### config.mk
export PLATFORM = sky130hd
export DESIGN_NAME = decodeStage
export DESIGN_NICKNAME = d
export VERILOG_FILES = /design/src/ctrlPkg.sv /design/src/rvIsaPkg.sv /design/src/decodeStage.sv /design/src/immGen.sv /design/src/controlUnit.sv
export SDC_FILE = /design/constraint.sdc
export NUM_CORES = 1
export LEC_CHECK = 0
export BUFFER_PORTS_ARGS = -buffer_cell sky130_fd_sc_hd__buf_4
export CORE_MARGIN = 4
export CORE_UTILIZATION = 40
export DETAILED_ROUTE_END_ITERATION = 8
export PLACE_DENSITY = 0.75
export SLEW_MARGIN = 20
export SYNTH_ARGS = -nofsm -noshare
export SYNTH_HDL_FRONTEND = slang
export SYNTH_SLANG_ARGS = --single-unit
### constraint.sdc
create_clock -name clk -period 4.7 [get_ports clk]
set_clock_uncertainty 0.2 [all_clocks]
set_input_delay 0.94 -clock clk [delete_from_list [all_inputs] [get_ports clk]]
set_output_delay 0.94 -clock clk [all_outputs]
set_load 0.01 [all_outputs]
### src/ctrlPkg.sv
`default_nettype none

package ctrlPkg;

        typedef enum logic [3:0] {
                aluAdd,
                aluAnd,
                aluOr,
                aluSll,
                aluSlt,
                aluSltu,
                aluSra,
                aluSrl,
                aluSub,
                aluXor,
                aluNone
        } aluOp_e;

        // order follows the FPU's own op numbering
        typedef enum logic [4:0] {
                fpuNone, fpuLoad, fpuStore,
                fpuMadd, fpuMsub, fpuNmsub, fpuNmadd,
                fpuAdd, fpuSub, fpuMul, fpuDiv, fpuSqrt,
                fpuSgnj, fpuSgnjn, fpuSgnjx,
                fpuMin, fpuMax,
                fpuEq, fpuLt, fpuLe,
                fpuMvXW,
                fpuCvtW, fpuCvtWu, fpuCvtSW, fpuCvtSWu,
                fpuClass,
                fpuMvWX
        } fpuOp_e;

        typedef enum logic [3:0] {
                memNone,
                memLb, memLh, memLw, memLbu, memLhu,
                memSb, memSh, memSw
        } memOp_e;

        // write-back mux select
        typedef enum logic [2:0] {
                wbPc,
                wbMem,
                wbAlu,
                wbFpu,
                wbImm
        } wbSrc_e;

        typedef struct packed {
                aluOp_e aluOp;
                logic   aluSrc;     // operand b is the immediate
                fpuOp_e fpuOp;
                logic   fpuSrc;     // three operand form
                logic   regWrite;
                logic   fpRegWrite;
                logic   branch;
                logic   jump;
                logic   memRead;
                logic   memWrite;
                memOp_e memOp;
                logic   memSrc;     // store data from fp regfile
                wbSrc_e wbSrc;
        } ctrl_t;

        localparam ctrl_t ctrlNop = '{
                aluOp: aluNone, aluSrc: 1'b0,
                fpuOp: fpuNone, fpuSrc: 1'b0,
                regWrite: 1'b0, fpRegWrite: 1'b0,
                branch: 1'b0, jump: 1'b0,
                memRead: 1'b0, memWrite: 1'b0, memOp: memNone, memSrc: 1'b0,
                wbSrc: wbPc
        };

endpackage

`default_nettype wire

### src/rvIsaPkg.sv
`default_nettype none

package rvIsaPkg;

        // major opcodes of RV32I plus the single precision F extension
        typedef enum logic [6:0] {
                opLoad   = 7'b0000011,
                opFlw    = 7'b0000111,
                opImm    = 7'b0010011,
                opAuipc  = 7'b0010111,
                opStore  = 7'b0100011,
                opFsw    = 7'b0100111,
                opOp     = 7'b0110011,
                opLui    = 7'b0110111,
                opFmadd  = 7'b1000011,
                opFmsub  = 7'b1000111,
                opFnmsub = 7'b1001011,
                opFnmadd = 7'b1001111,
                opFp     = 7'b1010011,
                opBranch = 7'b1100011,
                opJalr   = 7'b1100111,
                opJal    = 7'b1101111
        } opcode_e;

        // R-type layout, rs3 sits in funct7[6:2] for the fused ops
        typedef struct packed {
                logic [6:0] funct7;
                logic [4:0] rs2;
                logic [4:0] rs1;
                logic [2:0] funct3;
                logic [4:0] rd;
                opcode_e    opcode;
        } instrFields_t;

        // integer funct7
        localparam logic [6:0] funct7Base    = 7'b0000000;
        localparam logic [6:0] funct7Alt     = 7'b0100000; // sub, sra

        // fp funct7, format bits fixed to single
        localparam logic [6:0] funct7FAdd    = 7'b0000000;
        localparam logic [6:0] funct7FSub    = 7'b0000100;
        localparam logic [6:0] funct7FMul    = 7'b0001000;
        localparam logic [6:0] funct7FDiv    = 7'b0001100;
        localparam logic [6:0] funct7FSqrt   = 7'b0101100;
        localparam logic [6:0] funct7FSgnj   = 7'b0010000;
        localparam logic [6:0] funct7FMinMax = 7'b0010100;
        localparam logic [6:0] funct7FCmp    = 7'b1010000;
        localparam logic [6:0] funct7FMvXW   = 7'b1110000; // funct3 000
        localparam logic [6:0] funct7FClass  = 7'b1110000; // funct3 001
        localparam logic [6:0] funct7FCvtWS  = 7'b1100000; // to integer
        localparam logic [6:0] funct7FCvtSW  = 7'b1101000; // from integer
        localparam logic [6:0] funct7FMvWX   = 7'b1111000;

endpackage

`default_nettype wire
### src/decodeStage.sv
`timescale 1ns/1ns
`default_nettype none

module decodeStage (
        input  logic                   clk,
        input  logic                   rstN,
        input  logic [31:0]            instr,
        input  logic                   instrValid,
        output ctrlPkg::ctrl_t         ctrl,
        output logic [31:0]            imm,
        output rvIsaPkg::instrFields_t fields,
        output logic                   invalidOp,
        output logic                   outValid
);
        import rvIsaPkg::*;
        import ctrlPkg::*;

        instrFields_t instrView;
        ctrl_t        decCtrl;
        logic [31:0]  decImm;
        logic         decInvalid;

        assign instrView = instrFields_t'(instr);

        controlUnit controlUnit_inst (
                .instr     (instrView),
                .ctrl      (decCtrl),
                .invalidOp (decInvalid)
        );

        immGen immGen_inst (
                .instr (instrView),
                .imm   (decImm)
        );

        always_ff @(posedge clk) begin
                if (!rstN) begin
                        outValid  <= 1'b0;
                        invalidOp <= 1'b0;
                        ctrl      <= ctrlNop;
                        imm       <= '0;
                end else begin
                        outValid <= instrValid; // one cycle pulse per strobe
                        if (instrValid) begin
                                invalidOp <= decInvalid;
                                ctrl      <= decCtrl;
                                imm       <= decImm;
                        end
                end
        end

        // register indices only
        always_ff @(posedge clk) begin
                if (instrValid)
                        fields <= instrView;
        end

        noValidAfterReset: assert property (@(posedge clk) !rstN |=> !outValid)
                else $error("decodeStage: outValid high right after reset");

endmodule

`default_nettype wire

### src/immGen.sv
`timescale 1ns/1ns
`default_nettype none

module immGen (
        input  rvIsaPkg::instrFields_t instr,
        output logic [31:0]            imm
);
        import rvIsaPkg::*;

        logic [31:0] raw;

        assign raw = instr; // immediates cut across field borders

        always_comb begin
                case (instr.opcode)
                        opLoad, opImm, opJalr, opFlw:
                                imm = {{20{raw[31]}}, raw[31:20]};
                        opStore, opFsw:
                                imm = {{20{raw[31]}}, raw[31:25], raw[11:7]};
                        opBranch:
                                imm = {{19{raw[31]}}, raw[31], raw[7], raw[30:25],
                                       raw[11:8], 1'b0};
                        opLui, opAuipc:
                                imm = {raw[31:12], 12'b0};
                        opJal:
                                imm = {{11{raw[31]}}, raw[31], raw[19:12], raw[20],
                                       raw[30:21], 1'b0};
                        default:
                                imm = '0; // R-type and fp ops carry none
                endcase
        end

        // control flow targets are halfword aligned at least
        evenOffset: assert property (@(instr)
                (instr.opcode inside {opBranch, opJal}) |-> !imm[0])
                else $error("immGen: odd branch or jump offset");

endmodule

`default_nettype wire

### src/controlUnit.sv
`timescale 1ns/1ns
`default_nettype none

module controlUnit (
        input  rvIsaPkg::instrFields_t instr,
        output ctrlPkg::ctrl_t         ctrl,
        output logic                   invalidOp
);
        import rvIsaPkg::*;
        import ctrlPkg::*;

        // shared by op and imm, only R-type may select sub
        function automatic aluOp_e aluDecode(input logic [2:0] funct3,
                                             input logic [6:0] funct7,
                                             input logic       isReg);
                aluOp_e op;
                case (funct3)
                        3'b000: op = (isReg && funct7 == funct7Alt) ? aluSub : aluAdd;
                        3'b001: op = (funct7 == funct7Base) ? aluSll : aluNone;
                        3'b010: op = aluSlt;
                        3'b011: op = aluSltu;
                        3'b100: op = aluXor;
                        3'b101: begin
                                if (funct7 == funct7Base)
                                        op = aluSrl;
                                else if (funct7 == funct7Alt)
                                        op = aluSra;
                                else
                                        op = aluNone; // bad shift encoding
                        end
                        3'b110: op = aluOr;
                        default: op = aluAnd;
                endcase
                return op;
        endfunction

        function automatic fpuOp_e fpDecode(input logic [6:0] funct7,
                                            input logic [2:0] funct3,
                                            input logic [4:0] rs2);
                fpuOp_e op;
                op = fpuNone;
                case (funct7)
                        funct7FAdd:  op = fpuAdd;
                        funct7FSub:  op = fpuSub;
                        funct7FMul:  op = fpuMul;
                        funct7FDiv:  op = fpuDiv;
                        funct7FSqrt: op = fpuSqrt;
                        funct7FSgnj: begin
                                if (funct3 == 3'b000) op = fpuSgnj;
                                else if (funct3 == 3'b001) op = fpuSgnjn;
                                else if (funct3 == 3'b010) op = fpuSgnjx;
                        end
                        funct7FMinMax: begin
                                if (funct3 == 3'b000) op = fpuMin;
                                else if (funct3 == 3'b001) op = fpuMax;
                        end
                        funct7FCmp: begin
                                if (funct3 == 3'b010) op = fpuEq;
                                else if (funct3 == 3'b001) op = fpuLt;
                                else if (funct3 == 3'b000) op = fpuLe;
                        end
                        funct7FMvXW, funct7FClass: begin // same funct7, funct3 splits
                                if (funct3 == 3'b000) op = fpuMvXW;
                                else if (funct3 == 3'b001) op = fpuClass;
                        end
                        funct7FCvtWS: begin
                                if (rs2 == 5'd0) op = fpuCvtW;
                                else if (rs2 == 5'd1) op = fpuCvtWu;
                        end
                        funct7FCvtSW: begin
                                if (rs2 == 5'd0) op = fpuCvtSW;
                                else if (rs2 == 5'd1) op = fpuCvtSWu;
                        end
                        funct7FMvWX: op = fpuMvWX;
                        default: op = fpuNone;
                endcase
                return op;
        endfunction

        fpuOp_e fpOp;
        logic   fpToInt;

        assign fpOp    = fpDecode(instr.funct7, instr.funct3, instr.rs2);
        assign fpToInt = fpOp inside {fpuEq, fpuLt, fpuLe, fpuClass, fpuMvXW,
                                      fpuCvtW, fpuCvtWu}; // result lands in x regs

        always_comb begin
                ctrl      = ctrlNop;
                invalidOp = 1'b0;
                case (instr.opcode)
                        opOp, opImm: begin
                                ctrl.aluOp    = aluDecode(instr.funct3, instr.funct7,
                                                          instr.opcode == opOp);
                                ctrl.aluSrc   = (instr.opcode == opImm);
                                ctrl.regWrite = 1'b1;
                                ctrl.wbSrc    = wbAlu;
                        end
                        opLoad: begin
                                ctrl.aluOp    = aluAdd; // rs1 + offset
                                ctrl.aluSrc   = 1'b1;
                                ctrl.memRead  = 1'b1;
                                ctrl.regWrite = 1'b1;
                                ctrl.wbSrc    = wbMem;
                                case (instr.funct3)
                                        3'b000: ctrl.memOp = memLb;
                                        3'b001: ctrl.memOp = memLh;
                                        3'b010: ctrl.memOp = memLw;
                                        3'b100: ctrl.memOp = memLbu;
                                        3'b101: ctrl.memOp = memLhu;
                                        default: ctrl.memOp = memNone;
                                endcase
                        end
                        opStore: begin
                                ctrl.aluOp    = aluAdd;
                                ctrl.aluSrc   = 1'b1;
                                ctrl.memWrite = 1'b1;
                                case (instr.funct3)
                                        3'b000: ctrl.memOp = memSb;
                                        3'b001: ctrl.memOp = memSh;
                                        3'b010: ctrl.memOp = memSw;
                                        default: ctrl.memOp = memNone;
                                endcase
                        end
                        opBranch: begin
                                ctrl.aluOp  = aluSub; // compare rs1 against rs2
                                ctrl.branch = 1'b1;
                        end
                        opLui: begin
                                ctrl.regWrite = 1'b1;
                                ctrl.wbSrc    = wbImm;
                        end
                        opAuipc: begin
                                ctrl.aluOp    = aluAdd; // pc + upper imm
                                ctrl.aluSrc   = 1'b1;
                                ctrl.regWrite = 1'b1;
                                ctrl.wbSrc    = wbAlu;
                        end
                        opJal, opJalr: begin
                                if (instr.opcode == opJalr) begin
                                        ctrl.aluOp  = aluAdd; // target from rs1 + imm
                                        ctrl.aluSrc = 1'b1;
                                end
                                ctrl.jump     = 1'b1;
                                ctrl.regWrite = 1'b1;
                                ctrl.wbSrc    = wbPc; // link address
                        end
                        opFlw: begin
                                ctrl.aluOp      = aluAdd;
                                ctrl.aluSrc     = 1'b1;
                                ctrl.memRead    = 1'b1;
                                ctrl.memOp      = memLw;
                                ctrl.fpuOp      = fpuLoad;
                                ctrl.fpRegWrite = 1'b1;
                                ctrl.wbSrc      = wbMem;
                        end
                        opFsw: begin
                                ctrl.aluOp    = aluAdd;
                                ctrl.aluSrc   = 1'b1;
                                ctrl.memWrite = 1'b1;
                                ctrl.memOp    = memSw;
                                ctrl.memSrc   = 1'b1;
                                ctrl.fpuOp    = fpuStore;
                        end
                        opFmadd, opFmsub, opFnmsub, opFnmadd: begin
                                case (instr.opcode)
                                        opFmadd: ctrl.fpuOp = fpuMadd;
                                        opFmsub: ctrl.fpuOp = fpuMsub;
                                        opFnmsub: ctrl.fpuOp = fpuNmsub;
                                        default: ctrl.fpuOp = fpuNmadd;
                                endcase
                                ctrl.fpuSrc     = 1'b1; // rs3 operand in use
                                ctrl.fpRegWrite = 1'b1;
                        end
                        opFp: begin
                                ctrl.fpuOp      = fpOp;
                                ctrl.regWrite   = fpToInt;
                                ctrl.fpRegWrite = !fpToInt;
                                if (fpToInt)
                                        ctrl.wbSrc = wbFpu;
                        end
                        default: invalidOp = 1'b1;
                endcase
        end

        // each settled bundle is checked when the next word arrives
        oneWritePort: assert property (@(instr) !(ctrl.regWrite && ctrl.fpRegWrite))
                else $error("controlUnit: int and fp register writes both enabled");

        oneMemAccess: assert property (@(instr) !(ctrl.memRead && ctrl.memWrite))
                else $error("controlUnit: memory read and write both enabled");

endmodule

`default_nettype wire

==> metrics.cfg, run 1 <==
[cts]
cts_resized=0
cts_tree=built
clkTransAtPathRegs_ns=0.09
numCtsBuffers=9
cts_root_buf=clkbuf_8
htree_levels=3
insertion_delay_ns=0.37
clockBufferDepth=2
holdBufCountCts=0
cts.sinks=91
cts_setup_buffers=0

[yosys]
yosys.area.top_type_share_pct=29.4
synthTopCellsByCount=59 x dfxtp_1, 55 x nand2_1, 36 x o21ai_0
ys_warn_count=0
synth.distinct_cells=67
synth.most_common_cell=dfxtp_1
syn_inst=421
yosysTopAreaCell=dfxtp_1
ys_top_cells_by_area=dfxtp_1 29%, edfxtp_1 24%, nand2_1 5.1%, o21ai_0 4.5%, a21oi_1 4.0%
synth_edf_count=32
synth_nets=456
syn_avg_cell_area_um2=9.55
yosysSeqAreaShare_pct=53.3
synth_flop_cell=dfxtp_1
async_reset_ff_share_pct=0
ys_ff_latch=91
netlist_area_um2=4020

[timing]
hold_slack_ns=0.269
fin_crit_ns=3.18
hold_viol=0
rsz0062_at_grt=no
fin_ws_ns=1.52
timing.slew.headroom_pct=44.8
worstMarginPinSlew_ns=0.828
fin_setup_tns_ns=0
max_clock_freq_mhz=314
final_max_slew_viol_count=0
setup_viol=0
finalCritPeriodShare_pct=67.7

[detailed_routing]
drt_pass1_iterations=5
vias=3685
wirelength_um=11600
first_iter_violations=328
drc=0
viasPerCell=5.54
wl_per_cell_um=17.4
ant_nets=0

[critical_path]
worstReg2RegStart=ctrl[21]
worst-path-buf-inv=1
cp.depth=7
cp-start-kind=primary input
rrSetupSlack_ns=3.76
startpoint=instr[1]
worstPathCellList=buf_4 > nand2_1 > nor3_1 > and3_1 > or2_1 > o31ai_4 > o21ai_0
reg2reg_depth=2
critPathKind=in -> reg
critical-path-slowest-cell=o31ai_4
cp.required_ns=4.72
path_max_fanout=25
crit_end=imm[30]
worst_setup_path_end_kind=flip-flop
arrival_ns=3.21
cp_top_family=simple AND/OR/NAND/NOR gates
slowest_delay_ns=0.76
r2r_end=ctrl[21]

[finish]
utilization_pct=53.2
area_growth_pct=29.4
final_cell_area_um2=5200
layout.nets=562
antennaDiodeCount=0
drive_gt1_share_pct=29.1

[floorplan]
core_um2=9770
initial_core_util_pct=41.1
die_h_um=108
num_io_pins=126
dieArea_um2=11700
num_rows=36
die_w_um=108

[run]
drv_cap=0

[placement]
placed_cell_area_um2=5000
place_ws_ns=1.11
dp_hpwl_um=8320
routabilityCongestion=0.873
io_buffers=125

[outcome]
status=finished clean

[global_routing]
track_usage_pct=19.9
antenna_found_initial=0
grt_pass1_vias=3359
grt_pass1_wl_um=18300
grt_start_max_net_pins=64
overflow=0

[hold_path]
holdCritPathClass=reg -> reg

[power_and_ir_drop]
power_leakage_nw=2.04
ir_drop_uv=119
power_density_nw_per_um2=301

[per-layer routing]
layer	wire length, um	vias to the layer above	part of all wire [%]	global-route usage, %
met3	991	18	8.5	4.78
met5	0	-	0	0
li1	-	1747	-	-
met2	5220	177	45	29.5
met1	5170	1743	45	28.4
met4	216	0	1.9	6.94
[worst min path at each step]
stage              end  cells after the start  startpoint  slack (ns)
2_1_floorplan  imm[19]                      2     imm[19]        0.27
3_3_place_gp   imm[21]                      2     imm[21]        0.24
3_5_place_dp   imm[24]                      2     imm[24]        0.25
4_1_cts        imm[24]                      2     imm[24]        0.27
5_1_grt        imm[18]                      2     imm[18]        0.29
6_report       imm[26]                      2     imm[26]        0.27
[cell families after synthesis]
kind of cell               Yosys count  share of synthesized area, %
and+or+nand+nor                    149                          18.9
buffers and inverters               41                          4.27
AOI/OAI and AO/OA                  128                          20.6
adders and majority gates            2                         0.498
muxes                                7                          1.74
DFF                                 91                          53.3
xor gates and xnor gates             3                         0.654
[power breakdown]
group | switching [mW] | internal, mW
combinational | 0.110 | 0.0786
clock | 0.315 | 0.207
sequential | 0.00982 | 0.844
[registers in the layout, summed over array words and instances (netlist names)]
| register | cells |
|---|---|
| fields | 32 |
| imm | 32 |
| ctrl | 25 |
| invalidOp | 1 |
| outValid | 1 |
[cell type report]
type,instances,area [um2]
Fill cell,899,4570
Timing Repair Buffer,127,953
Sequential cell,91,2140
Inverter,9,33.8
Multi-Input combinational cell,289,1710
Clock buffer,9,124
Clock inverter,7,72.6
Tap cell,133,166
[cell usage in the layout (no fill, tap or decap), drive strengths merged, types with 4 or more instances in the layout]
cell,instances
nor2,27
nand3,10
mux2i,7
nor3,11
and2,4
o21ai,37
a22o,8
clkbuf,9
a22oi,4
a31oi,11
clkinv,4
inv,11
nor2b,11
nor4,4
o22ai,4
dfxtp,59
a21oi,33
edfxtp,32
nand2b,4
buf,127
nand2,55
[metrics by stage]
stage	power (mW)	cells
after global routing	1.63	665
after floorplan	0.963	421
after detailed placement	1.06	649
after CTS	1.57	665
final	1.56	665
after global placement	1.06	649
[tightest hold or removal path, stage by stage, from the launching register on]
cell and delay (ns):
dfxtp_1 0.34, nand2_1 0.05, o21ai_0 0.06
Note: power is estimated with default switching activity, not from simulation.
==> run 2, diff against run 1 <==
clock period = 3.25 ns   (was 4.7 ns; I/O delays follow)
==> run 2 against run 1 <==
Net effect: register-to-register slack worse by 1.4 ns; critical path depth up 1; first-iteration DRC count decreased by 32%; routed wire length is 2.2% higher; design area grew 1.6%; count of clock-buffer cells in the layout rose by 1; critical path type unchanged; critical endpoint is now imm[25]; largest cell class unchanged; largest power group unchanged.
==> metrics.cfg, run 2 (synthesis gave the netlist of run 1 again) <==
[cts]
cts_resized=0  ; unchanged
clockBufferDepth=2  ; unchanged
cts_tree=built  ; unchanged
insertion_delay_ns=0.35  ; was 0.37 ns
cts.sinks=91  ; unchanged
cts_setup_buffers=0  ; unchanged
holdBufCountCts=0  ; unchanged
clkTransAtPathRegs_ns=0.09  ; about the same
numCtsBuffers=9  ; unchanged
htree_levels=3  ; unchanged
cts_root_buf=clkbuf_8  ; unchanged

[finish]
final_cell_area_um2=5280  ; was 5200 um2
area_growth_pct=31.4  ; was 29.4%
final_cells=669  ; was 665
drive_gt1_share_pct=29.7  ; was 29.1%
nFillCells=892  ; was 899
final_cell_mix=131 x buf_4, 59 x dfxtp_1, 55 x nand2_1  ; was 127 x buf_4, 59 x dfxtp_1, 55 x nand2_1
layout.nets=566  ; was 562
final_common_cell=buf_4  ; unchanged
antennaDiodeCount=0  ; unchanged
top_regs=fields (32), imm (32), ctrl (25)  ; unchanged

[floorplan]
num_io_pins=126  ; unchanged
core_um2=9770  ; unchanged
die_h_um=108  ; unchanged
die_w_um=108  ; unchanged
dieArea_um2=11700  ; unchanged
num_rows=36  ; unchanged
initial_core_util_pct=41.1  ; unchanged

[timing]
setup_viol=0  ; unchanged
max_clock_freq_mhz=372
fin_crit_ns=2.69
worstMarginPinSlew_ns=0.867  ; was 0.828 ns
finalCritPeriodShare_pct=82.7
fin_setup_tns_ns=0  ; unchanged
final_max_slew_viol_count=0  ; unchanged
hold_viol=0  ; unchanged
fin_ws_ns=0.562  ; was 1.52 ns
timing.slew.headroom_pct=42.2  ; was 44.8%
rsz0062_at_grt=no  ; unchanged

[detailed_routing]
first_iter_violations=224  ; was 328
vias=3699  ; was 3685
drt_pass1_iterations=5  ; unchanged
ant_nets=0  ; unchanged
wl_per_cell_um=17.7  ; was 17.4 um
viasPerCell=5.53  ; was 5.54
wirelength_um=11900  ; was 11600 um
drc=0  ; unchanged

[placement]
placed_cell_area_um2=5030  ; was 5000 um2
place_ws_ns=0.211  ; was 1.11 ns
dp_hpwl_um=8570  ; was 8320 um
routabilityCongestion=0.889  ; was 0.873
io_buffers=125  ; unchanged
dp_cells=653  ; was 649

[critical_path]
worst_setup_path_end_kind=flip-flop  ; unchanged
arrival_ns=2.69  ; was 3.21 ns
reg2reg_depth=2  ; unchanged
cp.required_ns=3.25  ; was 4.72 ns
path_max_fanout=25  ; unchanged
cp-start-kind=primary input  ; unchanged
critPathKind=in -> reg  ; unchanged

[hold_path]
holdCritPathClass=reg -> reg  ; unchanged
hold_depth=2  ; unchanged

[power_and_ir_drop]
pwr-share-seq_pct=50.5  ; was 54.6%
power_frac_clock_pct=38.2  ; was 33.3%
internal-power_mw=1.83  ; was 1.13 mW
p_sw_uw=614  ; was 436 uW
power_density_nw_per_um2=463  ; was 301 nW/um2
switching_share_pct=25.1  ; was 27.8%
power_leakage_nw=2.09  ; was 2.04 nW
ir_drop_uv=232  ; was 119 uV
totalPowerFinal_mw=2.45  ; was 1.56 mW
combPwrFrac_pct=11.3  ; was 12.1%

[global_routing]
grt_pass1_vias=3445  ; was 3359
grt_pass1_wl_um=18600  ; was 18300 um
overflow=0  ; unchanged
grt_start_max_net_pins=37  ; was 64
track_usage_pct=20.3  ; was 19.9%
antenna_found_initial=0  ; unchanged

[outcome]
status=finished clean  ; unchanged

[run]
drv_cap=0  ; unchanged

run 2: cell types whose count changed in the layout (fill, tap and decap cells not counted), sizes merged:
cell and delta:
buf +4, clkinv -4, bufinv +2, inv +2
clkbuf +1, clkinvlp -1
run 2: layout make-up:
class                   count  area [um2]  share of cell area, %
well taps                 133         166                   3.15
clock inverters             6         100                   1.89
repair buffers            131         983                   18.6
multi-input cells         289        1710                   32.3
inverters                   9        33.8                  0.640
clock buffers              10         149                   2.82
flip-flops and latches     91        2140                   40.5
run 2: through the flow:
stage	util, %	hold slack [ns]
after floorplan	-	0.271
after global placement	51.5	0.242
after detailed placement	51.5	0.249
after CTS	54.0	0.252
after global routing	54.0	0.239
final	54.0	0.264
run 2: worst max-delay path, stage by stage:
cell and delay, ns:
buf_4 0.17, nor2b_1 0.16, nand3_1 0.12, nor2_1 0.11, and2_1 0.21, or2_1 0.27
o31ai_4 0.78, o21ai_0 0.22
run 2: routing by layer:
layer	up-vias	global-route usage (%)	part of all wire, %
li1	1750	-	-
met1	1773	28.4	44
met2	162	31.7	46
met3	14	4.78	8.3
met4	0	5.23	1.4
met5	-	0	0
run 2: power by group through the flow:
| stage | clock, mW | combinational (mW) | sequential, mW |
|---|---|---|---|
| floorplan | 0 | 0.111 | 1.28 |
| global placement | 0 | 0.273 | 1.26 |
| detailed placement | 0 | 0.276 | 1.26 |
| CTS | 0.955 | 0.277 | 1.24 |
| global route | 0.999 | 0.302 | 1.24 |
| finish | 0.936 | 0.276 | 1.24 |
run 2: path summary, 6_finish.rpt:
check / start / end / slack [ns]
setup reg to reg: ctrl[21] / ctrl[21] / 2.32
setup / recovery: instr[6] / imm[25] / 0.56
hold / removal: imm[26] / imm[26] / 0.26
hold reg to reg: imm[26] / imm[26] / 0.26
